==> config.mk <==
export PLATFORM = sky130hd
export DESIGN_NAME = reg_rename
export DESIGN_NICKNAME = d
export VERILOG_FILES = /design/src/logic/ooo_cfg_pkg.sv /design/src/logic/ooo_types_pkg.sv /design/src/logic/reg_rename.sv
export SDC_FILE = /design/constraint.sdc
export NUM_CORES = 2
export LEC_CHECK = 0
export BUFFER_PORTS_ARGS = -buffer_cell sky130_fd_sc_hd__buf_2
export CAP_MARGIN = 20
export CORE_MARGIN = 2
export CORE_UTILIZATION = 30
export CTS_CLUSTER_SIZE = 16
export DETAILED_ROUTE_END_ITERATION = 6
export SLEW_MARGIN = 15
export SYNTH_ARGS = -nofsm -noshare
export SYNTH_HDL_FRONTEND = slang
export SYNTH_SLANG_ARGS = --single-unit
==> constraint.sdc <==
create_clock -name clk -period 6.7 [get_ports clk]
set_clock_uncertainty 0.15 [all_clocks]
set_input_delay 1.005 -clock clk [delete_from_list [all_inputs] [get_ports clk]]
set_output_delay 1.005 -clock clk [all_outputs]
set_load 0.03 [all_outputs]
==> src/logic/ooo_cfg_pkg.sv <==
package ooo_cfg_pkg;

    // station depth, also the number of dispatch credits
    localparam int RS_ENTRIES = 4;
    localparam int RS_IDX_W = $clog2(RS_ENTRIES);

    // same depth as the credit pool, so the rob cannot overflow
    localparam int ROB_ENTRIES = 4;
    localparam int ROB_IDX_W = $clog2(ROB_ENTRIES);

    // tag 0 means ready
    // tags 1..ROB_ENTRIES map onto rob slots 0..ROB_ENTRIES-1
    localparam int TAG_W = $clog2(ROB_ENTRIES + 1);

    // rv32i datapath
    localparam int XLEN = 32;
    localparam int NUM_REGS = 32;
    localparam int REG_IDX_W = $clog2(NUM_REGS);

    // i-type immediate width
    localparam int IMM_W = 12;

endpackage

==> src/logic/ooo_types_pkg.sv <==
package ooo_types_pkg;

    import ooo_cfg_pkg::*;

    typedef logic [XLEN-1:0] word_t;
    typedef logic [TAG_W-1:0] tag_t;
    typedef logic [REG_IDX_W-1:0] reg_idx_t;

    typedef enum logic [3:0] {
        ALU_ADD, ALU_SUB, ALU_AND, ALU_OR, ALU_XOR,
        ALU_SLL, ALU_SRL, ALU_SRA, ALU_SLT, ALU_SLTU
    } alu_op_e;

    // second source field, read as imm or as rs2 depending on use_imm
    typedef union packed {
        logic [IMM_W-1:0] imm;
        struct packed {
            logic [IMM_W-REG_IDX_W-1:0] pad;
            reg_idx_t                   idx;
        } rs2;
    } src2_u;

    typedef struct packed {
        logic     valid;
        alu_op_e  op;
        reg_idx_t rd;
        reg_idx_t rs1;
        logic     use_imm;
        src2_u    src2;
    } dispatch_t;

    // tag 0 -> value is valid
    typedef struct packed {
        tag_t  tag;
        word_t value;
    } operand_t;

    typedef struct packed {
        logic     busy;
        alu_op_e  op;
        operand_t src1;
        operand_t src2;
        tag_t     dest;
    } rs_entry_t;

    typedef struct packed {
        logic  valid;
        tag_t  tag;
        word_t value;
    } cdb_t;

    typedef struct packed {
        logic     valid;
        reg_idx_t rd;
        word_t    value;
    } commit_t;

endpackage

==> src/logic/reg_rename.sv <==
`timescale 1ns/1ps

module reg_rename (
    input  logic                                               clk,
    input  logic                                               arst_n_i,
    input  ooo_types_pkg::dispatch_t                           disp_i,
    input  ooo_types_pkg::tag_t                                alloc_tag_i,
    input  ooo_types_pkg::word_t [ooo_cfg_pkg::ROB_ENTRIES-1:0] rob_val_i,
    input  logic [ooo_cfg_pkg::ROB_ENTRIES-1:0]                rob_done_i,
    input  ooo_types_pkg::cdb_t                                cdb_i,
    input  ooo_types_pkg::commit_t                             commit_i,
    input  ooo_types_pkg::tag_t                                commit_tag_i,
    output ooo_types_pkg::operand_t                            op1_o,
    output ooo_types_pkg::operand_t                            op2_o
);

    import ooo_cfg_pkg::*;
    import ooo_types_pkg::*;

    // architectural file and per-register producer tag
    word_t regs_q [NUM_REGS];
    tag_t  rat_q [NUM_REGS];

    // order: arch file, finished rob slot, live cdb, else wait on tag
    function automatic operand_t lookup(input reg_idx_t idx);
        operand_t             res;
        tag_t                 t;
        logic [ROB_IDX_W-1:0] slot;
        t = rat_q[idx];
        slot = ROB_IDX_W'(t - 1'b1);
        res.tag = '0;
        res.value = regs_q[idx];
        if (idx != '0 && t != '0) begin
            if (rob_done_i[slot]) begin
                res.value = rob_val_i[slot];
            end else if (cdb_i.valid && cdb_i.tag == t) begin
                res.value = cdb_i.value;
            end else begin
                res.tag = t;
                res.value = '0;
            end
        end
        return res;
    endfunction

    always_comb begin
        op1_o = lookup(disp_i.rs1);
        if (disp_i.use_imm) begin
            // sign-extended i-type immediate, ready at once
            op2_o.tag = '0;
            op2_o.value = {{(XLEN-IMM_W){disp_i.src2.imm[IMM_W-1]}}, disp_i.src2.imm};
        end else begin
            op2_o = lookup(disp_i.src2.rs2.idx);
        end
    end

    always_ff @(posedge clk or negedge arst_n_i) begin
        if (!arst_n_i) begin
            regs_q <= '{default: '0};
            rat_q <= '{default: '0};
        end else begin
            if (commit_i.valid && commit_i.rd != '0) begin
                regs_q[commit_i.rd] <= commit_i.value;
                // release only if no younger op renamed rd since
                if (rat_q[commit_i.rd] == commit_tag_i) begin
                    rat_q[commit_i.rd] <= '0;
                end
            end
            // new rename wins over a same-cycle release
            if (disp_i.valid && disp_i.rd != '0) begin
                rat_q[disp_i.rd] <= alloc_tag_i;
            end
        end
    end

endmodule

Word level (Yosys, flattened, before mapping)
Index checks and enable logic that the tools add are counted.

word-level totals
  flip-flop bits (word level) = 1,120
  bits in latches = 0
  memory bits (writable) = 0
  ROM bits = 0
  bits of input ports = 242
  output and inout port bits = 70
  word-level logic and storage cells = 142
  memories = 0

operators by class
  add/subtract/negate cells = 2
  multiply operators = 0
  divide/modulo/power cells = 0
  $lt $le $gt $ge = 8
  eq/ne operators = 3
  shift-type cells = 0
  muxes and demuxes = 45
  bitwise gates (word level) = 6
  reduce and logical (&&, ||, !) cells = 14

operators with widths
  operator               count
  $bwmux W1024           1
  $mux W32               11
  $bmux W32 S5           2
  $mux W96               3
  $demux W32 S5          1
  $bmux W32 S2           2
  $mux W35               3
  $and A96 B96 Y96       1
  $bwmux W96             1
  $not A96 Y96           1
  $bmux W3 S5            3
  $mux W3                12
  $demux W3 S5           2
  $ge A6 B6 Y1 const B   4
  $not A5 Y6             4
  $reduce_bool A5 Y1     4
  $lt A6 B1 Y1 const B   2
  $eq A3 B3 Y1           3
  $logic_and A1 B1 Y1    8
  $lt A2 B3 Y1 const B   2
  $reduce_bool A3 Y1     2
  $bmux W1 S2            2
  $sub A2 B1 Y2 const B  2
  $mux W1                2

Logic depth before layout (Yosys ltp)
  word-level depth = 11
  mapped depth = 17
  gate-level depth less buffers = 11

Worst setup path before layout
OpenSTA, ideal clock, no wires.

  path type = input to output
  from = input disp_i[1] in the netlist's numbering
  to = output op2_o[10] in the netlist's numbering
  arrival = 4,965 ps
  data required time = 5,545 ps
  slack = 580 ps
  stages = 15
  path buffers = 6
  cell sequence = buf_2 buf_6 buf_2 mux2i_1 a2bb2oi_1 nand4_1 nand4_1 clkbuf_1 inv_1 ha_1 clkbuf_1 clkbuf_1 mux4_2 a21oi_1 a221oi_1

RTL lines
  element             line              RTL
  start: declaration  reg_rename.sv:6   input ooo_types_pkg::dispatch_t disp_i,
  end: declaration    reg_rename.sv:14  output ooo_types_pkg::operand_t op2_o

==> impl_metrics.yaml <==
route:
  finalWirelength_mm: 225
  drc: 0
  ant_nets: 0
  wl_per_cell_um: 28.5
  firstDrtPassIters: 6
  drt_iter0_drc: 5136
  vias: 44755
  vias_per_cell: 5.68
finish:
  final_core_util_pct: 34.2
  layout.nets: 5193
  area_delta_synth_final_pct: 13.7
  drive_gt1_share_pct: 43.2
  finalNonFillerCells: 7877
grt:
  grt_max_degree: 189
  grt_pass1_vias: 45622
  antenna_found_initial: 30
  grt_usage_pct: 20.5
  grt_pass1_wl_mm: 327
  overflow: 0
timing:
  post-route-period-util_pct: 95.8
  rsz0062_at_grt: "no"
  slew_headroom_pct: 12.9
  fin_crit_ns: 6.42
  setup_viol: 0
  fmax_ghz: 0.156
  hold-worst-slack_ns: 0.111
  setup_tns_ns: 0
  tightestPinTransition_ns: 1.27
  hold_violations: 0
  drv_slew: 0
power:
  leakagePower_nw: 31.4
  powerDensity_nw_per_um2: 299
  irDropWorstVdd_uv: 276
setup_path:
  crit_required_ns: 5.54
  r2r-start: "rat_q[35]$_DFF_PN0_"
  worstSetupStartpoint: "disp_i[1]"
  critical_path_class: "input pin to primary output"
  max_stage_delay_ns: 0.56
  worstPathMaxFanout: 39
  crit_path_frequent_cell: "mux4_2"
  path_cells: "buf_8 -> mux4_2 -> mux4_2 -> mux2i_2 -> ha_4 -> mux2i_4 -> buf_4 -> a21oi_1 -> a221oi_1 -> buf_2"
  cp-end-kind: "primary output"
  cpMaxStageDelayCell: "ha_4"
  worst_setup_path_start_kind: "input pin"
  cp.arrival_ns: 5.26
synthesis:
  syn_inst: 4892
  yosysMostFrequentCell: "nand2_1"
  netlist_area_sq_um: 63700
  ys_seq_elements: 1120
  yosysWarnings: 0
  synth_area_per_cell_sq_um: 13.0
  ys_top_cells_by_count: "nand2_1, dfrtp_1, mux4_2"
  synthArstFlopShare_pct: 100
  syn-num-nets: 5136
  ys_types: 56
  yosysSeqAreaShare_pct: 44.0
  synth_area_leaders: "dfrtp_1, mux4_2, mux2_2"
  netlist.area_leader.share_pct: 44.0
  ys.flop_type: "dfrtp_1"
  synth_edf_count: 0
  synth_area_leader_cell: "dfrtp_1"
clocking:
  cts-root-buf: "clkbuf_16"
  cts.path.max_buffers: 3
  htreeDepth: 3
  clock-sinks: 1120
  post-cts-setup-buffers: 0
  clk_pin_slew_ns: 0.06
  worstSkewPairLatency_ns: 0.79
  holdBufCountCts: 0
  cts_buffers: 120
  cts_tree: "yes"
  cts_resized: 0
place:
  gp_congestion: 0.883
  port_buffers: 307
  dp_hpwl_mm: 136
  placedCellCount: 7647
floorplanning:
  fp.dieArea_sq_um: 216000
  die_h_um: 465
  initial_utilization_pct: 30.1
  coreArea_sq_um: 211000
  row_count: 169
  pin_count: 312
  die_x_um: 465
worst_hold_path:
  hold_class: "input pin to asynchronous set/reset pin"
job:
  drv_cap: 0
run_status:
  status: "finished clean"
worst max-delay path: cells and delay by family:
kind | cells | cell delay (ns)
buffers and inverters | 3 | 0.99
adder cells (fa/ha/maj) | 1 | 0.56
multiplexers | 4 | 2.05
AO/OA/AOI/OAI | 2 | 0.61
state kept, by name, summed over array words and instances (netlist names):
register	cells
rat_q	96
regs_q	1024
kinds of logic (layout without fill, tap and decap cells):
family,Yosys count,count (layout),share of synthesized area (%)
compound gates,326,326,3.57
xor+xnor,9,9,0.124
fa+ha+maj,2,2,0.0393
buf+inv,523,679,3.28
flops,1120,1120,44.0
mux,1506,1506,40.2
other cells,0,8,0
simple gates,1406,1406,8.74
cell usage in the layout (no fill, tap or decap), types with 8 or more instances in the layout:
cell / count
nand2_2: 20
buf_4: 122
nand2b_1: 9
mux2_2: 644
nand3_1: 44
nor2_4: 16
buf_12: 13
dfrtp_1: 1120
clkinv_2: 27
mux4_1: 14
buf_2: 298
inv_1: 14
clkbuf_1: 22
a221oi_1: 34
a21oi_2: 30
or2_2: 13
mux2i_1: 87
nor3_1: 8
clkbuf_16: 120
a221oi_2: 30
o21ai_0: 81
clkbuf_8: 32
diode_2: 8
nand2_1: 1195
and2_1: 10
o21ai_1: 82
a21oi_1: 37
mux4_2: 757
nor2b_1: 10
nor2_1: 45
cell type report:
class | count | area (sq um)
antenna | 8 | 20.0
fill | 20599 | 139000
tap | 2821 | 3530
clock inverter | 47 | 519
clock buffer | 174 | 3530
multi-input combinational | 3249 | 33900
inverter | 16 | 65.1
sequential | 1120 | 28000
timing repair buffer | 442 | 2800
path summary, 6_finish.rpt:
| check | end | slack, ns | depth (start not counted) |
|---|---|---|---|
| worst max-delay path | op2_o[7] | 0.28 | 10 |
| worst min-delay path | rat_q[92]$_DFF_PN0_ | 0.11 | 1 |
| worst max register to register | rat_q[35]$_DFF_PN0_ | 2.80 | 7 |
| worst min register to register | regs_q[1022]$_DFFE_PN0P_ | 0.24 | 0 |
| max in group asynchronous | regs_q[922]$_DFFE_PN0P_ | 4.63 | 2 |
| min in group clk | regs_q[1022]$_DFFE_PN0P_ | 0.24 | 0 |
through the flow:
| stage | area (sq um) | power [W] | setup slack (ns) |
|---|---|---|---|
| after floorplan | 63700 | 0.0128 | 0.580 |
| after global placement | 68300 | 0.0146 | 0.381 |
| after detailed placement | 68300 | 0.0148 | 0.342 |
| after CTS | 72300 | 0.0217 | 0.344 |
| after global routing | 72300 | 0.0225 | 0.204 |
| final | 72400 | 0.0217 | 0.284 |
where the power goes:
part	leakage (nW)	switching (W)	internal [W]
Combinational	14.9	0.00280	0.00295
Clock	2.00	0.00299	0.00392
Sequential	14.4	0.000965	0.00803
per-layer routing:
metal,GRT usage [%],wire [um],up-vias
li1,-,-,18258
met4,11.8,14600,38
met1,25.9,85800,23769
met3,4.65,18800,542
met5,0,247,-
met2,32.4,105000,2148
No activity file was read; power rests on OpenSTA's default activity.
