$ cat src/logic/ooo_cfg_pkg.sv
package ooo_cfg_pkg;

    // station depth, also the number of dispatch credits
    localparam int RS_ENTRIES = 4;
    localparam int RS_IDX_W = $clog2(RS_ENTRIES);

    // same depth as the credit pool, so the rob cannot overflow
    localparam int ROB_ENTRIES = 4;
    localparam int ROB_IDX_W = $clog2(ROB_ENTRIES);

    // tag 0 means ready
    // tags 1..ROB_ENTRIES map onto rob slots 0..ROB_ENTRIES-1
    localparam int TAG_W = $clog2(ROB_ENTRIES + 1);

    // rv32i datapath
    localparam int XLEN = 32;
    localparam int NUM_REGS = 32;
    localparam int REG_IDX_W = $clog2(NUM_REGS);

    // i-type immediate width
    localparam int IMM_W = 12;

endpackage

$ cat src/logic/ooo_types_pkg.sv
package ooo_types_pkg;

    import ooo_cfg_pkg::*;

    typedef logic [XLEN-1:0] word_t;
    typedef logic [TAG_W-1:0] tag_t;
    typedef logic [REG_IDX_W-1:0] reg_idx_t;

    typedef enum logic [3:0] {
        ALU_ADD, ALU_SUB, ALU_AND, ALU_OR, ALU_XOR,
        ALU_SLL, ALU_SRL, ALU_SRA, ALU_SLT, ALU_SLTU
    } alu_op_e;

    // second source field, read as imm or as rs2 depending on use_imm
    typedef union packed {
        logic [IMM_W-1:0] imm;
        struct packed {
            logic [IMM_W-REG_IDX_W-1:0] pad;
            reg_idx_t                   idx;
        } rs2;
    } src2_u;

    typedef struct packed {
        logic     valid;
        alu_op_e  op;
        reg_idx_t rd;
        reg_idx_t rs1;
        logic     use_imm;
        src2_u    src2;
    } dispatch_t;

    // tag 0 -> value is valid
    typedef struct packed {
        tag_t  tag;
        word_t value;
    } operand_t;

    typedef struct packed {
        logic     busy;
        alu_op_e  op;
        operand_t src1;
        operand_t src2;
        tag_t     dest;
    } rs_entry_t;

    typedef struct packed {
        logic  valid;
        tag_t  tag;
        word_t value;
    } cdb_t;

    typedef struct packed {
        logic     valid;
        reg_idx_t rd;
        word_t    value;
    } commit_t;

endpackage

$ cat src/logic/cdb_arbiter.sv
`timescale 1ns/1ps

module cdb_arbiter (
    input  logic                                               clk,
    input  logic                                               arst_n_i,
    input  logic [ooo_cfg_pkg::RS_ENTRIES-1:0]                 done_i,
    input  ooo_types_pkg::word_t [ooo_cfg_pkg::RS_ENTRIES-1:0] result_i,
    input  ooo_types_pkg::tag_t [ooo_cfg_pkg::RS_ENTRIES-1:0]  dest_i,
    output logic [ooo_cfg_pkg::RS_ENTRIES-1:0]                 grant_o,
    output ooo_types_pkg::cdb_t                                cdb_o
);

    import ooo_cfg_pkg::*;

    // highest-priority requester this cycle
    logic [RS_IDX_W-1:0] rr_ptr_q;
    logic [RS_IDX_W-1:0] cand;
    logic [RS_IDX_W-1:0] win_idx;
    logic                any_win;

    // scan from the pointer, wrapping around
    always_comb begin
        grant_o = '0;
        win_idx = '0;
        any_win = 1'b0;
        cand = '0;
        for (int k = 0; k < RS_ENTRIES; k++) begin
            cand = RS_IDX_W'((int'(rr_ptr_q) + k) % RS_ENTRIES);
            if (!any_win && done_i[cand]) begin
                any_win = 1'b1;
                win_idx = cand;
            end
        end
        if (any_win) begin
            grant_o[win_idx] = 1'b1;
        end
    end

    // cdb is valid for exactly one cycle per grant
    always_ff @(posedge clk or negedge arst_n_i) begin
        if (!arst_n_i) begin
            rr_ptr_q <= '0;
            cdb_o <= '0;
        end else begin
            cdb_o.valid <= any_win;
            cdb_o.tag <= dest_i[win_idx];
            cdb_o.value <= result_i[win_idx];
            // winner drops to lowest priority
            if (any_win) begin
                rr_ptr_q <= RS_IDX_W'((int'(win_idx) + 1) % RS_ENTRIES);
            end
        end
    end

endmodule

$ cat config.mk
export PLATFORM = sky130hd
export DESIGN_NAME = cdb_arbiter
export DESIGN_NICKNAME = d
export VERILOG_FILES = /design/src/logic/ooo_cfg_pkg.sv /design/src/logic/ooo_types_pkg.sv /design/src/logic/cdb_arbiter.sv
export SDC_FILE = /design/constraint.sdc
export NUM_CORES = 1
export LEC_CHECK = 0
export ABC_AREA = 1
export BUFFER_PORTS_ARGS = -buffer_cell sky130_fd_sc_hd__buf_2
export CORE_MARGIN = 3
export CORE_UTILIZATION = 45
export CTS_BUF_LIST = sky130_fd_sc_hd__clkbuf_8
export CTS_CLUSTER_DIAMETER = 60
export DETAILED_ROUTE_END_ITERATION = 8
export HOLD_SLACK_MARGIN = 0.03
export PLACE_DENSITY = 0.86
export SLEW_MARGIN = 20
export SYNTH_ARGS = -nofsm -noshare
export SYNTH_HDL_FRONTEND = slang
export SYNTH_SLANG_ARGS = --single-unit
export TNS_END_PERCENT = 20
$ cat constraint.sdc
create_clock -name clk -period 2.9 [get_ports clk]
set_input_delay 0.145 -clock clk [delete_from_list [all_inputs] [get_ports clk]]
set_output_delay 0.145 -clock clk [all_outputs]
set_load 0.02 [all_outputs]
---- Word level (Yosys, flattened, before mapping) ----
Cells that the tools add are included.
storage, ports and cells
  register bits ........................... 38
  latch bits .............................. 0
  bits in writable memories ............... 0
  bits in read-only memories .............. 0
  bits of input ports ..................... 146
  output and inout port bits .............. 40
  logic and storage cells ................. 44
  memories kept ........................... 0
cells by class
  add/subtract/negate cells ............... 4
  $mul .................................... 0
  divide/modulo/power cells ............... 0
  order comparisons ....................... 6
  eq/ne operators ......................... 0
  shifts and indexed selects .............. 0
  muxes and demuxes ....................... 23
  bitwise logic cells ..................... 0
  reductions and logical operators ........ 7
operator list
  operator             number
  $bmux 32 s2          1
  $mux 32              1
  $lt 2x3->1 const B   5
  $mux 1               9
  $bmux 1 s2           4
  $mux 2               4
  $bmux 3 s2           1
  $add 2x1->2 const B  2
  $add 2x2->2 const B  2
  $logic_and 1x1->1    4
  $mux 4               1
  $logic_not 1->1      3
  $mux 3               1
  $demux 1 s2          1
  $ge 2x1->1 const B   1

---- Logic depth before layout (Yosys ltp) ----
  depth in word-level cells ............... 17
  depth in mapped cells ................... 14
  mapped depth without buffers ............ 13

---- Worst setup path after synthesis ----
No wires, ideal clock.
  kind .................................... reg2out
  start point ............................. register rr_ptr_q[0]
  end point ............................... output grant_o[0] in the netlist's numbering
  arrival time ............................ 1.730 ns
  required time ........................... 2.755 ns
  slack ................................... 1.025 ns
  stages on the path, launching flop included .. 12
  buffers on the path ..................... 2
  path through ............................ dfrtp_1 > buf_4 > nand2_1 > nand3_1 > nand2_1 > nor2_1 > nor2_1 > nand2_4 > nand2_4 > buf_6 > nand2_1 > nor2_1
on the way
  longest elaborated chain between the ends .. 17
  elaborated cells between the ends (all ways) .. 31
  classes of those cells .................. 3 x add/sub; 2 x order compare; 19 x mux; 7 x reduce/logical
ends and longest elaborated chain
  what                                                 RTL line           RTL
  start, declared                                      cdb_arbiter.sv:16  logic [RS_IDX_W-1:0] rr_ptr_q;
  start signal, assigned                               cdb_arbiter.sv:50  rr_ptr_q <= RS_IDX_W'((int'(win_idx) + 1) % RS_ENTRIES);
  branches (longest 16 deep; another with $lt 2x3->1)  -
  $mux 4 *                                             cdb_arbiter.sv:34  if (any_win) begin
  end, declared                                        cdb_arbiter.sv:9   output logic [ooo_cfg_pkg::RS_ENTRIES-1:0] grant_o,
Mark *: on every way between the ends. The select of a mux whose other input is x is not followed.

---- Final worst setup path ----
  start point ............................. register rr_ptr_q[0]
  end point ............................... output grant_o[1] in the netlist's numbering
The elaborated chain is that of the path after synthesis.

==> summary.txt <==
Status
  • Status: finished, final reports clean

Placement
  • DP Worst Slack: 0.5130 ns
  • PortBufs: 185
  • DPL Wire Length: 6586 µm
  • GP Congestion: 0.8877

Layout
  • Final core utilization: 65.74%
  • Fin nets: 770
  • Layout cells sized above 1: 33.60%
  • Layout overhead on the synthesized area: 37.23%
  • Ant. Diodes: 0
  • Fillers: 516

Timing
  • Max-Slew Margin vs Limit: 43.54%
  • Post-route setup TNS: 0 ns
  • Final setup violation count: 0
  • Final Max Slew Viols: 0
  • Period utilisation layout: 89.71%
  • Hold Fails Final Rpt: 0
  • Final worst path period need: 2.601 ns
  • Final Skew: 0.003205 ns
  • Achievable clock frequency: 0.3844 GHz
  • Slew @ Worst Pin: 0.8470 ns
  • Worst hold slack: 0.1394 ns
  • RSZ-0062 raised after global routing: false
  • Setup ws final: 0.2985 ns

Global routing
  • Pin count of the biggest net entering global routing: 40
  • Number of global-route vias before repair: 3223
  • First-pass GRT wire length: 14320 µm
  • GR Overflow Total: 0
  • Initial antenna violation count: 0
  • GRT Total Usage: 24.59%

Clock network
  • Worst-Skew Late Latency: 0.28 ns
  • Root Driver: clkbuf_8
  • CTS tree: built
  • CTS Buf Count: 5
  • Clock sink count: 38
  • CTS max path bufs: 2
  • Setup Buffers After CTS: 0
  • Worst-path clk slew: 0.07 ns
  • H-tree Lvls: 2

Pwr
  • Power Density: 1502 mW/mm²
  • Worst VDD drop: 0.0009034 V
  • Tot Pwr: 5603 µW
  • P_leak: 0.002419 µW

Floorplan
  • Die Height: 83.73 µm
  • Core Box Area: 0.005675 mm²
  • DIE AREA: 0.007011 mm²
  • DIE WIDTH: 83.73 µm
  • Starting Density: 47.91%
  • Ports: 186
  • # rows: 27

Yosys
  • Top FF cell, synth: dfrtp_1
  • Synth unique cells: 17
  • Synth async-reset ratio: 100.0%
  • Avg Inst Size Synth: 6.002 µm²
  • Post-synth EDFFs: 0
  • Yosys reg bits: 38
  • Sequential share of the synthesized area: 34.97%
  • Syn_nets: 599
  • Synthesized area: 0.002719 mm²
  • Synth cell count leaders: 282 x nand2_1, 77 x nand3_1, 38 x dfrtp_1
  • Cells after Synth: 453
  • Synth top area share: 38.93%
  • Synth top area cells: nand2_1 39%, dfrtp_1 35%, nand3_1 14%, buf_6 2.9%, buf_2 2.0%
  • YS warnings: 0
  • Most area-hungry cell type in the Yosys netlist: nand2_1
  • Leading cell type by number of instances after synthesis: nand2_1

Setup path
  • WP data arrival: 2.46 ns
  • CP Class: register to output pin
  • Worst-path maximum fanout: 35
  • Worst path required time: 2.76 ns
  • Startpoint types: register
  • Critical-path cell list: inv_2 -> nand2_1 -> nand3_1 -> nand2_1 -> nor2_2 -> nand3_2 -> nand2_4 -> buf_6 -> nand3_1 -> inv_1 -> buf_2
  • Largest stage delay, worst path: 0.50 ns
  • Element type at the critical path end: output pin
  • Max stage delay cell, worst path: dfrtp_1

Job
  • Max-cap violations: 0

Route
  • Drt pass-1 iters: 4
  • Final ANT Viol Nets: 0
  • DR iter-0 viols: 99
  • DRT Wirelength: 8587 µm
  • WL/cell: 12.32 µm
  • Vias: 3421
  • DRC: 0
  • Vias per inst: 4.908

Worst hold path
  • Worst min path class: input port to register
## worst max-delay path, delay by kind of cell, from the launching register on
kind	cells	cell delay [ns]
buf+inv	4	0.71
flops	1	0.50
simple gates	7	0.95
## final timing paths
check                                         from                       to  cells after the start  slack [ns]
max                        rr_ptr_q[0]$_DFFE_PN0P_               grant_o[1]                     11        0.30
min                                   result_i[69]       cdb_o[5]$_DFF_PN0_                      5        0.14
max reg2reg                rr_ptr_q[0]$_DFFE_PN0P_      cdb_o[30]$_DFF_PN0_                     13        0.59
min reg2reg                rr_ptr_q[1]$_DFFE_PN0P_  rr_ptr_q[1]$_DFFE_PN0P_                      2        0.68
max in group asynchronous                 arst_n_i       cdb_o[1]$_DFF_PN0_                      2        1.86
min in group asynchronous                 arst_n_i      cdb_o[20]$_DFF_PN0_                      2        0.51
## placed cells by master (no fill, tap or decap)
cell | synthesis | routed
nand2_8 | 0 | 1
clkinv_2 | 0 | 1
nand2_1 | 282 | 282
nand2_2 | 2 | 2
inv_2 | 4 | 4
o21ai_1 | 2 | 2
clkbuf_8 | 0 | 6
nand3_1 | 77 | 77
nor2_1 | 7 | 6
dfrtp_1 | 38 | 38
nor2_2 | 1 | 1
inv_1 | 7 | 8
a21oi_1 | 1 | 1
buf_6 | 7 | 1
nand3_2 | 1 | 1
nand2_4 | 2 | 1
buf_4 | 4 | 5
buf_2 | 11 | 185
nor2_4 | 0 | 1
buf_12 | 0 | 1
dlygate4sd3_1 | 0 | 1
## report_power, final
part	leakage [µW]	internal (µW)	switching [µW]	total, µW
Clock	0.0000524	188	181	369
Sequential	0.000460	844	99.7	944
Combinational	0.00191	1370	2920	4290
Total	0.00242	2410	3200	5600
## metrics by stage
| step | std cells | cell area (µm²) |
|---|---|---|
| CTS | 697 | 3719 |
| finish | 697 | 3731 |
| detailed placement | 688 | 3617 |
| global route | 697 | 3731 |
| floorplan | 453 | 2719 |
| global placement | 688 | 3617 |
## final cells by class
cell class	instances	area [µm²]	share of cell area, %
well taps	72	90.09	2.414
clock inverters	2	8.758	0.2347
inverters	11	41.29	1.107
repair buffers	193	1005	26.93
flip-flops and latches	38	950.9	25.49
multi-input cells	375	1553	41.62
clock buffers	6	82.58	2.213
## timing repair
action                     CTS  global route
resized for setup            0             2
setup endpoints to repair    0             3
hold endpoints to repair    38             0
hold buffers                 1             0
## layer usage
metal | track usage, % | vias to the layer above | wire length, µm
li1 | - | 1744 | -
met3 | 5.133 | 14 | 666
met5 | 0 | - | 0
met4 | 7.456 | 0 | 150
met1 | 28.89 | 1527 | 3258
met2 | 44.61 | 136 | 4510
## registers in the layout, indices dropped and copies added (netlist names)
register	cells
cdb_o	36
rr_ptr_q	2
## kinds of logic (layout without fill, tap and decap cells)
kind of cell,Yosys count,count (layout),synth area share [%]
flip-flops,38,38,34.97
AO/OA/AOI/OAI,3,3,0.5521
buffers and inverters,40,212,8.514
AND/OR/NAND/NOR,372,372,55.96
Power figures use the tool's default switching activity.
