$ cat config.mk
export PLATFORM = sky130hd
export DESIGN_NAME = reorder_buffer
export DESIGN_NICKNAME = d
export VERILOG_FILES = /design/src/logic/ooo_cfg_pkg.sv /design/src/logic/ooo_types_pkg.sv /design/src/logic/reorder_buffer.sv
export SDC_FILE = /design/constraint.sdc
export NUM_CORES = 1
export LEC_CHECK = 0
export ABC_AREA = 1
export BUFFER_PORTS_ARGS = -buffer_cell sky130_fd_sc_hd__buf_2
export CAP_MARGIN = 10
export CORE_MARGIN = 10
export CORE_UTILIZATION = 40
export CTS_BUF_LIST = sky130_fd_sc_hd__clkbuf_16
export DETAILED_ROUTE_END_ITERATION = 6
export PLACE_DENSITY = 0.65
export SLEW_MARGIN = 20
export SYNTH_ARGS = -nofsm -noshare
export SYNTH_HDL_FRONTEND = slang
export SYNTH_SLANG_ARGS = --single-unit
$ cat constraint.sdc
create_clock -name clk -period 5 [get_ports clk]
set_input_delay 0.75 -clock clk [delete_from_list [all_inputs] [get_ports clk]]
set_output_delay 0.75 -clock clk [all_outputs]
set_load 0.01 [all_outputs]
$ cat src/logic/ooo_cfg_pkg.sv
package ooo_cfg_pkg;

    // station depth, also the number of dispatch credits
    localparam int RS_ENTRIES = 4;
    localparam int RS_IDX_W = $clog2(RS_ENTRIES);

    // same depth as the credit pool, so the rob cannot overflow
    localparam int ROB_ENTRIES = 4;
    localparam int ROB_IDX_W = $clog2(ROB_ENTRIES);

    // tag 0 means ready
    // tags 1..ROB_ENTRIES map onto rob slots 0..ROB_ENTRIES-1
    localparam int TAG_W = $clog2(ROB_ENTRIES + 1);

    // rv32i datapath
    localparam int XLEN = 32;
    localparam int NUM_REGS = 32;
    localparam int REG_IDX_W = $clog2(NUM_REGS);

    // i-type immediate width
    localparam int IMM_W = 12;

endpackage

$ cat src/logic/ooo_types_pkg.sv
package ooo_types_pkg;

    import ooo_cfg_pkg::*;

    typedef logic [XLEN-1:0] word_t;
    typedef logic [TAG_W-1:0] tag_t;
    typedef logic [REG_IDX_W-1:0] reg_idx_t;

    typedef enum logic [3:0] {
        ALU_ADD, ALU_SUB, ALU_AND, ALU_OR, ALU_XOR,
        ALU_SLL, ALU_SRL, ALU_SRA, ALU_SLT, ALU_SLTU
    } alu_op_e;

    // second source field, read as imm or as rs2 depending on use_imm
    typedef union packed {
        logic [IMM_W-1:0] imm;
        struct packed {
            logic [IMM_W-REG_IDX_W-1:0] pad;
            reg_idx_t                   idx;
        } rs2;
    } src2_u;

    typedef struct packed {
        logic     valid;
        alu_op_e  op;
        reg_idx_t rd;
        reg_idx_t rs1;
        logic     use_imm;
        src2_u    src2;
    } dispatch_t;

    // tag 0 -> value is valid
    typedef struct packed {
        tag_t  tag;
        word_t value;
    } operand_t;

    typedef struct packed {
        logic     busy;
        alu_op_e  op;
        operand_t src1;
        operand_t src2;
        tag_t     dest;
    } rs_entry_t;

    typedef struct packed {
        logic  valid;
        tag_t  tag;
        word_t value;
    } cdb_t;

    typedef struct packed {
        logic     valid;
        reg_idx_t rd;
        word_t    value;
    } commit_t;

endpackage

$ cat src/logic/reorder_buffer.sv
`timescale 1ns/1ps

module reorder_buffer (
    input  logic                                                clk,
    input  logic                                                arst_n_i,
    input  ooo_types_pkg::dispatch_t                            disp_i,
    input  ooo_types_pkg::cdb_t                                 cdb_i,
    output ooo_types_pkg::tag_t                                 alloc_tag_o,
    output ooo_types_pkg::word_t [ooo_cfg_pkg::ROB_ENTRIES-1:0] rob_val_o,
    output logic [ooo_cfg_pkg::ROB_ENTRIES-1:0]                 rob_done_o,
    output ooo_types_pkg::commit_t                              commit_o,
    output ooo_types_pkg::tag_t                                 commit_tag_o,
    output logic                                                credit_o
);

    import ooo_cfg_pkg::*;
    import ooo_types_pkg::*;

    logic [ROB_IDX_W-1:0] head_q;
    logic [ROB_IDX_W-1:0] tail_q;
    logic [ROB_IDX_W:0]   count_q;

    // per-slot storage
    reg_idx_t                     rd_q [ROB_ENTRIES];
    word_t [ROB_ENTRIES-1:0]      val_q;
    logic [ROB_ENTRIES-1:0]       done_q;

    logic [ROB_IDX_W-1:0] cdb_slot;
    tag_t                 head_tag;
    logic                 cdb_hits_head;
    logic                 do_commit;
    word_t                head_val;

    // slot n carries tag n+1
    assign alloc_tag_o = tag_t'(tail_q) + 1'b1;
    assign head_tag = tag_t'(head_q) + 1'b1;
    assign cdb_slot = ROB_IDX_W'(cdb_i.tag - 1'b1);

    assign rob_val_o = val_q;
    assign rob_done_o = done_q;

    // oldest entry may retire in the same cycle its result is broadcast
    assign cdb_hits_head = cdb_i.valid && cdb_i.tag == head_tag;
    assign do_commit = count_q != '0 && (done_q[head_q] || cdb_hits_head);
    assign head_val = done_q[head_q] ? val_q[head_q] : cdb_i.value;

    always_ff @(posedge clk or negedge arst_n_i) begin
        if (!arst_n_i) begin
            head_q <= '0;
            tail_q <= '0;
            count_q <= '0;
            done_q <= '0;
            commit_o <= '0;
            commit_tag_o <= '0;
            credit_o <= 1'b0;
        end else begin
            // done stays set after commit
            // rename may still read the slot for one cycle
            if (cdb_i.valid) begin
                done_q[cdb_slot] <= 1'b1;
            end
            if (disp_i.valid) begin
                done_q[tail_q] <= 1'b0;
                tail_q <= tail_q + 1'b1;
            end

            commit_o.valid <= do_commit;
            commit_o.rd <= rd_q[head_q];
            commit_o.value <= head_val;
            commit_tag_o <= head_tag;
            credit_o <= do_commit;
            if (do_commit) begin
                head_q <= head_q + 1'b1;
            end

            case ({disp_i.valid, do_commit})
                2'b10:   count_q <= count_q + 1'b1;
                2'b01:   count_q <= count_q - 1'b1;
                default: count_q <= count_q;
            endcase
        end
    end

    always_ff @(posedge clk) begin
        if (disp_i.valid) begin
            rd_q[tail_q] <= disp_i.rd;
        end
        if (cdb_i.valid) begin
            val_q[cdb_slot] <= cdb_i.value;
        end
    end

endmodule

# After elaboration in Yosys (flattened, before gate mapping)
# Memory sizes are Yosys's and may differ from the RTL's. A register that Yosys moved wholly into a read port is not among the register bits.
# Cells that the tools add are included.
[op_classes]
addsub = 7
n_eq_ne = 3
bitwise_logic = 3
reduce_logical = 8
n_mux = 17
order_cmp = 5
[op_table]
columns = ["operator", "n"]
rows = [
  ["$bwmux 128", 1],
  ["$mux 32", 3],
  ["$bmux 32 s2", 1],
  ["$demux 32 s2", 1],
  ["$lt 2x3->1 const B", 3],
  ["$mux 4", 2],
  ["$add 2x1->3 const B", 2],
  ["$pmux 3 s2", 1],
  ["$mux 1", 5],
  ["$add 2x1->2 const B", 2],
  ["$and 4x4->4", 1],
  ["$demux 1 s2", 2],
  ["$ge 2x1->1 const B", 2],
  ["$logic_and 1x1->1", 4],
  ["$not 4->4", 1],
  ["$or 4x4->4", 1],
  ["$add 3x1->3 const B", 1],
  ["$eq 3x3->1", 1],
  ["$reduce_bool 3->1", 1],
  ["$sub 3x1->3 const B", 1],
  ["$bmux 1 s2", 1],
  ["$eq 2x1->1 const B", 1],
  ["$eq 2x2->1 const B", 1],
  ["$reduce_bool 2->1", 1],
  ["other kinds (3)", 3],
]
[word_totals]
output_inout_bits = 177
n_memories = 1
inputBits = 66
wordCells = 55
mem_bits_rw = 20
register_bits = 175
[mem_list]
columns = ["name", "depth", "word_bits", "read_ports", "rd_clocked_by_memory_dff", "wr", "line", "text"]
rows = [
  ["rd_q", 4, 5, 1, 1, 1, "reorder_buffer.sv:24", "reg_idx_t rd_q [ROB_ENTRIES];"],
]

# Logic depth before layout (Yosys ltp)
# Gate-level depths: netlist of run 1.
[logic_depth]
word_depth = 9
ltp_mapped = 15
ltp_nobuf = 15

# Least setup slack after synthesis of run 1
# Ideal clock, no wire load.
[synth_timing]
kind = "input -> register"
startpoint = "input port cdb_i[32] (netlist bit)"
endpoint = "register val_q, in the netlist rob_val_o[100] (enable)"
slack_ns = 2.316
required_time_ns = 4.577
n_path_buf = 0
stages = 3
t_arrival_ns = 2.261
path_cell_list = "inv_1 nand2_1 nor2_1"
[synth_lines]
columns = ["item", "line", "text"]
rows = [
  ["start, declared", "reorder_buffer.sv:7", "input ooo_types_pkg::cdb_t cdb_i,"],
  ["end signal, assigned by index", "reorder_buffer.sv:89", "val_q[cdb_slot] <= cdb_i.value;"],
  ["end, declared", "reorder_buffer.sv:25", "word_t [ROB_ENTRIES-1:0] val_q;"],
]

# Worst setup path after layout of run 1
[layout_timing]
startpoint = "register head_q[0]"
endpoint = "register count_q[2]"
[layout_via]
elab_chain_len = 7
[layout_lines]
columns = ["item", "line", "text"]
rows = [
  ["start, declared", "reorder_buffer.sv:19", "logic [ROB_IDX_W-1:0] head_q;"],
  ["start signal, assigned", "reorder_buffer.sv:73", "head_q <= head_q + 1'b1;"],
  ["$add 2x1->3", "reorder_buffer.sv:36", "assign head_tag = tag_t'(head_q) + 1'b1;"],
  ["$eq 3x3->1", "reorder_buffer.sv:43", "assign cdb_hits_head = cdb_i.valid && cdb_i.tag == head_tag;"],
  ["$logic_and 1x1->1", "reorder_buffer.sv:43", ""],
  ["$logic_or 1x1->1 *", "reorder_buffer.sv:44", "assign do_commit = count_q != '0 && (done_q[head_q] || cdb_hits_head);"],
  ["$logic_and 1x1->1 *", "reorder_buffer.sv:44", ""],
  ["named net do_commit", "reorder_buffer.sv:31", "logic do_commit;"],
  ["$eq 2x1->1 / $eq 2x2->1 (equally long branches)", "reorder_buffer.sv:76", "case ({disp_i.valid, do_commit})"],
  ["$pmux 3 s2 / $reduce_bool 2->1 (equally long branches)", "n/a", ""],
  ["end signal, assigned", "reorder_buffer.sv:77", "2'b10: count_q <= count_q + 1'b1;"],
  ["end signal, assigned", "reorder_buffer.sv:78", "2'b01: count_q <= count_q - 1'b1;"],
  ["end signal, assigned", "reorder_buffer.sv:79", "default: count_q <= count_q;"],
  ["end, declared", "reorder_buffer.sv:21", "logic [ROB_IDX_W:0] count_q;"],
]
# Mark *: on every way through the listed nets, which the timed path passes. The rest lies on a longest branch. The select of a mux whose other input is x is not followed.
# A chain may end at the register's enable or synchronous reset.

==> flow_metrics.py, run 1 <==
metrics = {
    "logic_synthesis": {
        "syn_area_per_cell_um2": 12.8,
        "synth_area_leaders": "edfxtp_1 58%, dfrtp_1 17%, nand2_1 6.2%, nor2_1 4.2%, o21ai_0 3.8%",
        "synth_nets": 669,
        "ys_seq_area_share_pct": 75.6,
        "synthDistinctLibCells": 23,
        "synth_warnings": 0,
        "netlist_instances": 596,
        "synth_top_cell_area_share_pct": 58.5,
        "ys_seq_elements": 200,
        "synth.cell_area_mm2": 0.00760,
        "yosysTopAreaCell": "edfxtp_1",
    },
    "setup_path": {
        "r2r_start": "head_q[0]",
        "crit_top_cell": "nand2_1",
        "crit_type": "reg2reg",
        "reg2reg_to": "count_q[2]",
        "crit_fanout": 77,
        "critical_path_required_ns": 5.31,
        "worstPathArrival_ns": 3.15,
        "critPathCaptureType": "flip-flop",
        "start_kind": "flip-flop",
        "cp_slowest_cell": "buf_4",
        "critPathMaxStageDelay_ns": 0.67,
        "cp_cell_sequence": "buf_4 -> nand2_1 -> nand3_1 -> nand2_2 -> nand2_1 -> nand2_1 -> inv_1 -> ha_1 -> inv_1 -> fa_1 -> a21oi_1 -> o21ai_0 -> xor2_1",
        "r2r_cells": 13,
        "ff2ff_setup_slack_ns": 2.15,
        "cpLargestDelayFamily": "buffers and inverters",
        "cp_num_buf_inv": 3,
    },
    "clock_network": {
        "cts_hold_buf": 0,
        "root_buffer": "clkbuf_16",
        "cts_tree": "yes",
        "ctsLongestPathBuffers": 2,
        "cts_resized": 0,
        "cts_buffers": 17,
        "clkSinkCount": 200,
        "cts_setup_buffers": 0,
        "clk_pin_slew_ns": 0.07,
        "clock_latency_ns": 0.43,
        "htreeDepth": 4,
    },
    "die": {
        "core_area_mm2": 0.0187,
        "die_height_um": 158,
        "start_util_pct": 40.6,
        "die_w_um": 158,
        "rows": 50,
        "die_area_mm2": 0.0249,
        "num_io_pins": 243,
    },
    "finish": {
        "area_growth_pct": 24.4,
        "final_common_cell": "buf_2",
        "drive_gt1_share_pct": 32.1,
        "design_area_mm2": 0.00945,
        "n_antenna_cell": 0,
        "num-nets-final": 885,
        "mostFrequentLayoutCells": "220 x buf_2, 148 x edfxtp_1, 125 x nand2_1",
    },
    "drt": {
        "antenna_left": 0,
        "routed_wirelength_um": 21500,
        "vias": 5328,
        "drt_iter0_drc": 388,
        "first_pass_iters": 5,
        "viasPerCell": 5.03,
        "drc": 0,
        "wl_per_cell_um": 20.3,
    },
    "timing": {
        "setup_viol": 0,
        "postLayoutSetupSlackWorst_ns": 2.15,
        "rsz0062_at_grt": "false",
        "max_slew.worst_pin.slew_ns": 0.832,
        "clock_skew_ns": 0.00961,
        "setup_tns_ns": 0,
        "relSlewSlack_pct": 44.6,
        "hold_viol": 0,
        "fin_crit_ns": 2.85,
        "final_max_slew_viol_count": 0,
        "timing.final.crit_share_pct": 56.9,
        "maxClockFrequency_ghz": 0.351,
    },
    "hold_path": {
        "hold_end": "count_q[0]",
        "hold_start": "count_q[0]",
        "whs_path_depth": 1,
        "hp-class": "reg2reg",
    },
    "run_status": {
        "status": "finished, final reports clean",
    },
    "global_routing": {
        "grt_antenna_before_repair": 0,
        "grt_pass1_wl_um": 32100,
        "grt_max_degree": 78,
        "track_usage_pct": 17.2,
        "grt_pass1_vias": 5382,
        "grt.overflow.total": 0,
    },
    "flow_run": {
        "cap_violations": 0,
    },
    "power_and_ir_drop": {
        "power.total_uw": 5430,
        "peakVddDrop_mv": 0.412,
        "p_leak_uw": 0.00404,
        "power.density_mw_per_mm2": 574,
    },
    "placed_design": {
        "dp_slack_ns": 2.21,
        "place_hpwl_um": 13800,
        "gp_congestion": 0.801,
        "portBuffers": 220,
        "placed_cell_area_mm2": 0.00889,
    },
}
report_power, final:
part	total [uW]	internal, uW	switching, uW
registers	2230	2110	123
clock network	1320	731	588
logic	1880	595	1290
total	5430	3430	2000
how the worst max path moves through the flow:
stage                          from             end  slack [ns]  cells past startpoint
after floorplan           cdb_i[32]  rob_val_o[100]        2.32                      3
after global routing      head_q[0]      count_q[2]        1.89                     13
after detailed placement  head_q[1]    commit_o[28]        2.21                      7
final                     head_q[0]      count_q[2]        2.15                     13
after CTS                 head_q[0]      count_q[2]        2.16                     13
after global placement    head_q[1]    commit_o[28]        2.24                      7
worst register-to-register path: stages, from the launching register on:
cell     delay, ns
dfrtp_2       0.41
buf_4         0.67
nand2_1       0.13
nand3_1       0.13
nand2_2       0.07
nand2_1       0.11
nand2_1       0.10
inv_1         0.09
ha_1          0.14
inv_1         0.07
fa_1          0.39
a21oi_1       0.16
o21ai_0       0.12
xor2_1        0.15
metal layers:
metal	share of wire [%]	wire, um	global-route usage, %
met5	0	0	0
met4	0.97	209	4.99
met3	8.9	1900	5.54
met2	49	10400	28.0
met1	42	8930	21.5
cell type report:
class | count | area (um2)
clock buffers | 17 | 425
clock inverters | 15 | 138
fillers | 1614 | 9250
inverters | 21 | 78.8
multi-input cells | 343 | 1600
flip-flops and latches | 200 | 5750
well taps | 234 | 293
repair buffers | 229 | 1170
cells in the mapped netlist:
| library cell | count |
|---|---|
| dfrtp_1 | 52 |
| buf_1 | 1 |
| buf_2 | 10 |
| o22ai_1 | 37 |
| buf_4 | 8 |
| o21a_1 | 1 |
| nand2_1 | 125 |
| clkbuf_1 | 7 |
| edfxtp_1 | 148 |
| a21oi_1 | 1 |
| nand3_1 | 5 |
| buf_6 | 5 |
| inv_1 | 18 |
| xor2_1 | 2 |
| nor2_1 | 86 |
| clkbuf_2 | 1 |
| o21ai_1 | 20 |
| ha_1 | 6 |
| o21ai_0 | 57 |
| fa_1 | 1 |
| xnor2_1 | 1 |
| nand2_2 | 1 |
| inv_2 | 3 |
state kept, by name (all words and copies together) (netlist names):
signal	count
count_q	3
commit_tag_o	3
tail_q	2
rob_done_o	4
commit_o	37
credit_o	1
rd_q	20
rob_val_o	128
head_q	2
cells by family after synthesis:
logic type | after synthesis | share of synthesized area [%]
xor gates and xnor gates | 3 | 0.346
buffers and inverters | 53 | 3.69
DFF | 200 | 75.6
AOI/OAI and AO/OA | 116 | 8.28
and+or+nand+nor | 217 | 10.8
adders and majority gates | 7 | 1.25
through the flow:
step           utilization, %  hold slack (ns)  cells
2_1_floorplan               -            0.446    596
3_3_place_gp             47.5            0.467   1027
3_5_place_dp             47.5            0.475   1027
4_1_cts                  50.5            0.487   1059
5_1_grt                  50.5            0.503   1059
6_report                 50.5            0.490   1059
No activity file was read; power rests on OpenSTA's default activity.
==> run 2: changes to the inputs <==
--- a/config.mk
+++ b/config.mk
@@ -12,7 +12,7 @@
 export CORE_UTILIZATION = 40
 export CTS_BUF_LIST = sky130_fd_sc_hd__clkbuf_16
 export DETAILED_ROUTE_END_ITERATION = 6
-export PLACE_DENSITY = 0.65
+export PLACE_DENSITY = 0.68
 export SLEW_MARGIN = 20
 export SYNTH_ARGS = -nofsm -noshare
 export SYNTH_HDL_FRONTEND = slang
==> constraint.sdc (replaced) <==
create_clock -name clk -period 2.51 [get_ports clk]
set_input_delay 0.3765 -clock clk [delete_from_list [all_inputs] [get_ports clk]]
set_output_delay 0.3765 -clock clk [all_outputs]
set_load 0.01 [all_outputs]
==> flow_metrics.py, run 2 (synthesis gave the netlist of run 1 again) <==
metrics = {
    "run_status": {
        "status": "finished, final reports clean",
    },
    "setup_path": {
        "r2r_start": "head_q[0]",
        "cp_slowest_cell": "dfrtp_2",
        "critPathMaxStageDelay_ns": 0.46,
        "critical_path_required_ns": 2.82,
        "ff2ff_setup_slack_ns": 0.25,
        "r2r_cells": 15,
        "start_kind": "flip-flop",
        "crit_type": "reg2reg",
        "reg2reg_to": "count_q[2]",
        "crit_end": "count_q[2]",
        "critPathCaptureType": "flip-flop",
        "crit_start": "head_q[0]",
        "cp_cell_sequence": "ha_4 -> inv_1 -> nand2_1 -> nand2_1 -> nor2_1 -> nand2_1 -> nand2_2 -> nand2_2 -> inv_2 -> ha_1 -> inv_1 -> fa_2 -> a21oi_1 -> o21ai_1 -> xor2_1",
        "worstPathArrival_ns": 2.57,
        "crit_top_cell": "nand2_1",
        "crit_fanout": 4,
    },
    "timing": {
        "clock_skew_ns": 0.00942,
        "timing.final.crit_share_pct": 90.0,
        "max_slew.worst_pin.slew_ns": 0.688,
        "setup_viol": 0,
        "hold_slack_ns": 0.170,
        "maxClockFrequency_ghz": 0.443,
        "final_max_slew_viol_count": 0,
        "fin_crit_ns": 2.26,
        "hold_viol": 0,
        "relSlewSlack_pct": 54.2,
    },
    "finish": {
        "num-nets-final": 897,
        "final.fill_count": 1614,
        "final_common_cell": "buf_2",
        "largest_register_ffs": 128,
        "drive_gt1_share_pct": 34.1,
        "mostFrequentLayoutCells": "220 x buf_2, 148 x edfxtp_1, 123 x nand2_1",
        "utilization_pct": 51.8,
        "layout.cells.non_filler": 1072,
        "area_growth_pct": 27.4,
        "design_area_mm2": 0.00968,
    },
    "power_and_ir_drop": {
        "intPower_uw": 7070,
        "power.switching_uw": 4180,
        "swShare_pct": 37.1,
        "seqPwrFrac_pct": 39.5,
        "peakVddDrop_mv": 0.743,
        "p_clk_share_pct": 24.9,
        "combPwrFrac_pct": 35.7,
        "power.density_mw_per_mm2": 1160,
        "p_leak_uw": 0.00413,
    },
    "global_routing": {
        "grt.overflow.total": 0,
        "grt_pass1_vias": 5601,
        "grt_antenna_before_repair": 2,
        "grt_pass1_wl_um": 31800,
        "grt_max_degree": 80,
        "track_usage_pct": 16.8,
    },
    "drt": {
        "vias": 5414,
        "drt_iter0_drc": 367,
        "antenna_left": 0,
        "routed_wirelength_um": 21600,
        "wl_per_cell_um": 20.1,
        "viasPerCell": 5.05,
        "drc": 0,
        "first_pass_iters": 5,
    },
    "placed_design": {
        "place_hpwl_um": 14100,
        "placed_cells": 1036,
        "gp_congestion": 0.810,
        "portBuffers": 220,
        "placed_cell_area_mm2": 0.00900,
    },
    "die": {
        "core_area_mm2": 0.0187,
        "die_height_um": 158,
        "rows": 50,
        "num_io_pins": 243,
        "die_area_mm2": 0.0249,
        "start_util_pct": 40.6,
        "die_w_um": 158,
    },
    "hold_path": {
        "hp-class": "in2reg",
    },
    "clock_network": {
        "cts_tree": "yes",
        "clock_latency_ns": 0.42,
        "root_buffer": "clkbuf_16",
        "cts_buffers": 17,
        "htreeDepth": 4,
        "clk_pin_slew_ns": 0.08,
        "ctsLongestPathBuffers": 2,
        "clkSinkCount": 200,
    },
    "flow_run": {
        "cap_violations": 0,
    },
}
-- run 2: worst min-delay path by stage --
stage                    start           end  slack, ns  cells past startpoint
floorplan             arst_n_i   commit_o[0]       0.08                      0
global route        disp_i[19]    rd_q[2][1]       0.14                      1
global placement      arst_n_i  commit_o[28]       0.41                      2
finish              disp_i[19]    rd_q[2][1]       0.17                      1
detailed placement    arst_n_i  commit_o[28]       0.43                      2
CTS                 disp_i[19]    rd_q[2][1]       0.15                      1
-- run 2: power by group through the flow --
stage	logic, uW	registers (uW)	clock network (uW)
4_1_cts	3890	4420	2860
5_1_grt	4520	4500	3010
6_report	4010	4440	2790
2_1_floorplan	2330	4720	0
3_3_place_gp	3810	4490	0
3_5_place_dp	3890	4490	0
-- run 2: metrics by stage --
step / setup slack [ns] / TNS, ns / power (uW)
global placement: 0.113 / 0 / 8300
detailed placement: 0.0928 / 0 / 8380
CTS: 0.0770 / 0 / 11200
floorplan: 0.199 / 0 / 7060
finish: 0.251 / 0 / 11200
global route: -0.00120 / -0.00120 / 12000
-- run 2: layout make-up --
class	count	area, um2	area share (%)
inverters	21	78.8	0.814
repair buffers	241	1330	13.7
clock buffers	17	425	4.39
clock inverters	15	183	1.89
diodes	1	2.50	0.0258
flip-flops and latches	200	5750	59.4
well taps	234	293	3.02
multi-input cells	343	1620	16.8
-- run 2: repair_timing --
action                                  CTS  global route
hold buffers                              1             0
endpoints found under the setup margin    0             1
buffers inserted                          0             1
gates resized for setup                   0             8
hold endpoints to repair                 24             0
-- run 2: layer usage --
layer	vias up	share of wire (%)	global-route usage, %
li1	2531	-	-
met1	2624	41	20.8
met2	237	48	27.0
met3	18	10	6.35
met4	4	1.1	4.94
met5	-	0.097	0
-- run 2: critical path, delay by kind of cell (launching register included) --
| family | cells | cell delay [ns] |
|---|---|---|
| simple gates | 6 | 0.39 |
| xor+xnor | 1 | 0.14 |
| flops | 1 | 0.46 |
| compound gates | 2 | 0.22 |
| fa+ha+maj | 3 | 0.77 |
| buf+inv | 3 | 0.17 |
==> run 3: changes to the inputs <==
--- a/config.mk
+++ b/config.mk
@@ -12,7 +12,7 @@
 export CORE_UTILIZATION = 40
 export CTS_BUF_LIST = sky130_fd_sc_hd__clkbuf_16
 export DETAILED_ROUTE_END_ITERATION = 6
-export PLACE_DENSITY = 0.68
+export PLACE_DENSITY = 0.65
 export SLEW_MARGIN = 20
 export SYNTH_ARGS = -nofsm -noshare
 export SYNTH_HDL_FRONTEND = slang
==> constraint.sdc (replaced) <==
create_clock -name clk -period 2.8 [get_ports clk]
set_input_delay 0.42 -clock clk [delete_from_list [all_inputs] [get_ports clk]]
set_output_delay 0.42 -clock clk [all_outputs]
set_load 0.01 [all_outputs]
==> flow_metrics.py, run 3 (synthesis gave the netlist of run 1 again) <==
metrics = {
    "run_status": {
        "status": "finished, final reports clean",
    },
    "timing": {
        "timing.final.crit_share_pct": 87.6,
        "maxClockFrequency_ghz": 0.408,
        "max_slew.worst_pin.slew_ns": 0.826,
        "fin_crit_ns": 2.45,
        "final_max_slew_viol_count": 0,
        "hold_viol": 0,
        "setup_viol": 0,
        "setup_tns_ns": 0,
        "rsz0062_at_grt": "false",
        "relSlewSlack_pct": 44.9,
        "clock_skew_ns": 0.00673,
    },
    "drt": {
        "routed_wirelength_um": 21500,
        "drc": 0,
        "vias": 5397,
        "antenna_left": 0,
        "first_pass_iters": 4,
        "wl_per_cell_um": 20.2,
        "viasPerCell": 5.06,
        "drt_iter0_drc": 393,
    },
    "finish": {
        "n_antenna_cell": 0,
        "final_common_cell": "buf_2",
        "final.fill_count": 1608,
        "design_area_mm2": 0.00961,
        "largest_register_ffs": 128,
        "seqCellArea_mm2": 0.00575,
        "num-nets-final": 892,
        "mostFrequentLayoutCells": "220 x buf_2, 148 x edfxtp_1, 125 x nand2_1",
        "drive_gt1_share_pct": 33.2,
        "area_growth_pct": 26.4,
        "multiInputGateArea_mm2": 0.00160,
    },
    "clock_network": {
        "clk_pin_slew_ns": 0.07,
        "clkSinkCount": 200,
        "ctsLongestPathBuffers": 2,
        "cts_setup_buffers": 0,
        "clock_latency_ns": 0.43,
        "htreeDepth": 4,
        "cts_hold_buf": 0,
        "cts_resized": 0,
        "cts_tree": "yes",
        "root_buffer": "clkbuf_16",
        "cts_buffers": 17,
    },
    "flow_run": {
        "cap_violations": 0,
    },
    "setup_path": {
        "start_kind": "flip-flop",
        "worstPathArrival_ns": 2.76,
        "crit_type": "reg2reg",
        "critPathCaptureType": "flip-flop",
        "crit_fanout": 4,
        "ff2ff_setup_slack_ns": 0.35,
        "critical_path_required_ns": 3.11,
    },
    "die": {
        "die_w_um": 158,
        "die_area_mm2": 0.0249,
        "num_io_pins": 243,
        "rows": 50,
        "core_area_mm2": 0.0187,
        "start_util_pct": 40.6,
        "die_height_um": 158,
    },
    "power_and_ir_drop": {
        "intPower_uw": 6370,
        "power.switching_uw": 3640,
        "power.density_mw_per_mm2": 1040,
        "p_clk_share_pct": 26.4,
        "peakVddDrop_mv": 0.654,
        "seqPwrFrac_pct": 39.5,
        "p_leak_uw": 0.00410,
        "combPwrFrac_pct": 34.2,
        "swShare_pct": 36.4,
    },
    "placed_design": {
        "gp_congestion": 0.774,
        "place_hpwl_um": 14100,
        "portBuffers": 220,
        "placed_cell_area_mm2": 0.00897,
    },
    "global_routing": {
        "grt_pass1_wl_um": 32100,
        "grt_pass1_vias": 5478,
        "grt_max_degree": 68,
        "grt.overflow.total": 0,
        "grt_antenna_before_repair": 1,
        "track_usage_pct": 17.2,
    },
    "hold_path": {
        "hp-class": "in2async",
    },
}
[run 3: cell type report]
cell class	instances	share of cell area, %
clock buffer	17	4.43
clock inverter	15	2.21
inverter	21	0.821
multi-input combinational	343	16.7
sequential	200	59.8
tap	234	3.05
timing repair buffer	236	13.0
[run 3: critical path, stage by stage, from the launching register on]
cell and delay (ns):
dfrtp_2 0.41, ha_1 0.35, inv_1 0.06, nand2_1 0.06, nand2_1 0.05, nor2_1 0.10
nand2_1 0.06, nand2_1 0.10, nand2_1 0.09, inv_1 0.10, ha_1 0.14, inv_1 0.06
fa_1 0.37, a21oi_1 0.14, o21ai_0 0.10, xor2_1 0.15
[run 3: power by group through the flow]
stage | Sequential, uW | Combinational [uW] | Clock [uW]
after floorplan | 4240 | 2090 | 0
after global placement | 4020 | 3410 | 0
after detailed placement | 4010 | 3460 | 0
after CTS | 3950 | 3490 | 2700
after global routing | 4010 | 3830 | 2840
final | 3950 | 3420 | 2640
[run 3: stage by stage]
stage	power (uW)	hold WS (ns)	worst slack [ns]	instances	utilization [%]
after floorplan	6330	0.124	0.446	596	-
after global placement	7430	0.463	0.388	1034	47.9
after detailed placement	7470	0.464	0.368	1034	47.9
after CTS	10100	0.0673	0.327	1066	51.4
after global routing	10700	0.0661	0.140	1066	51.4
final	10000	0.0481	0.347	1066	51.4
[run 3: worst paths after layout]
check / startpoint / to / depth (start not counted)
min in group clk: disp_i[19] / rd_q[3][1] / 1
min reg2reg: count_q[0] / count_q[0] / 1
max: head_q[0] / count_q[2] / 15
max reg2reg: head_q[0] / count_q[2] / 15
min: arst_n_i / commit_o[29] / 1
max in group asynchronous: arst_n_i / head_q[0] / 2
[run 3: metal layers]
metal	vias up	wire, um	GRT usage (%)
li1	2517	-	-
met1	2595	8560	20.5
met2	255	10500	28.1
met3	28	2130	6.16
met4	2	298	6.23
met5	-	13	0
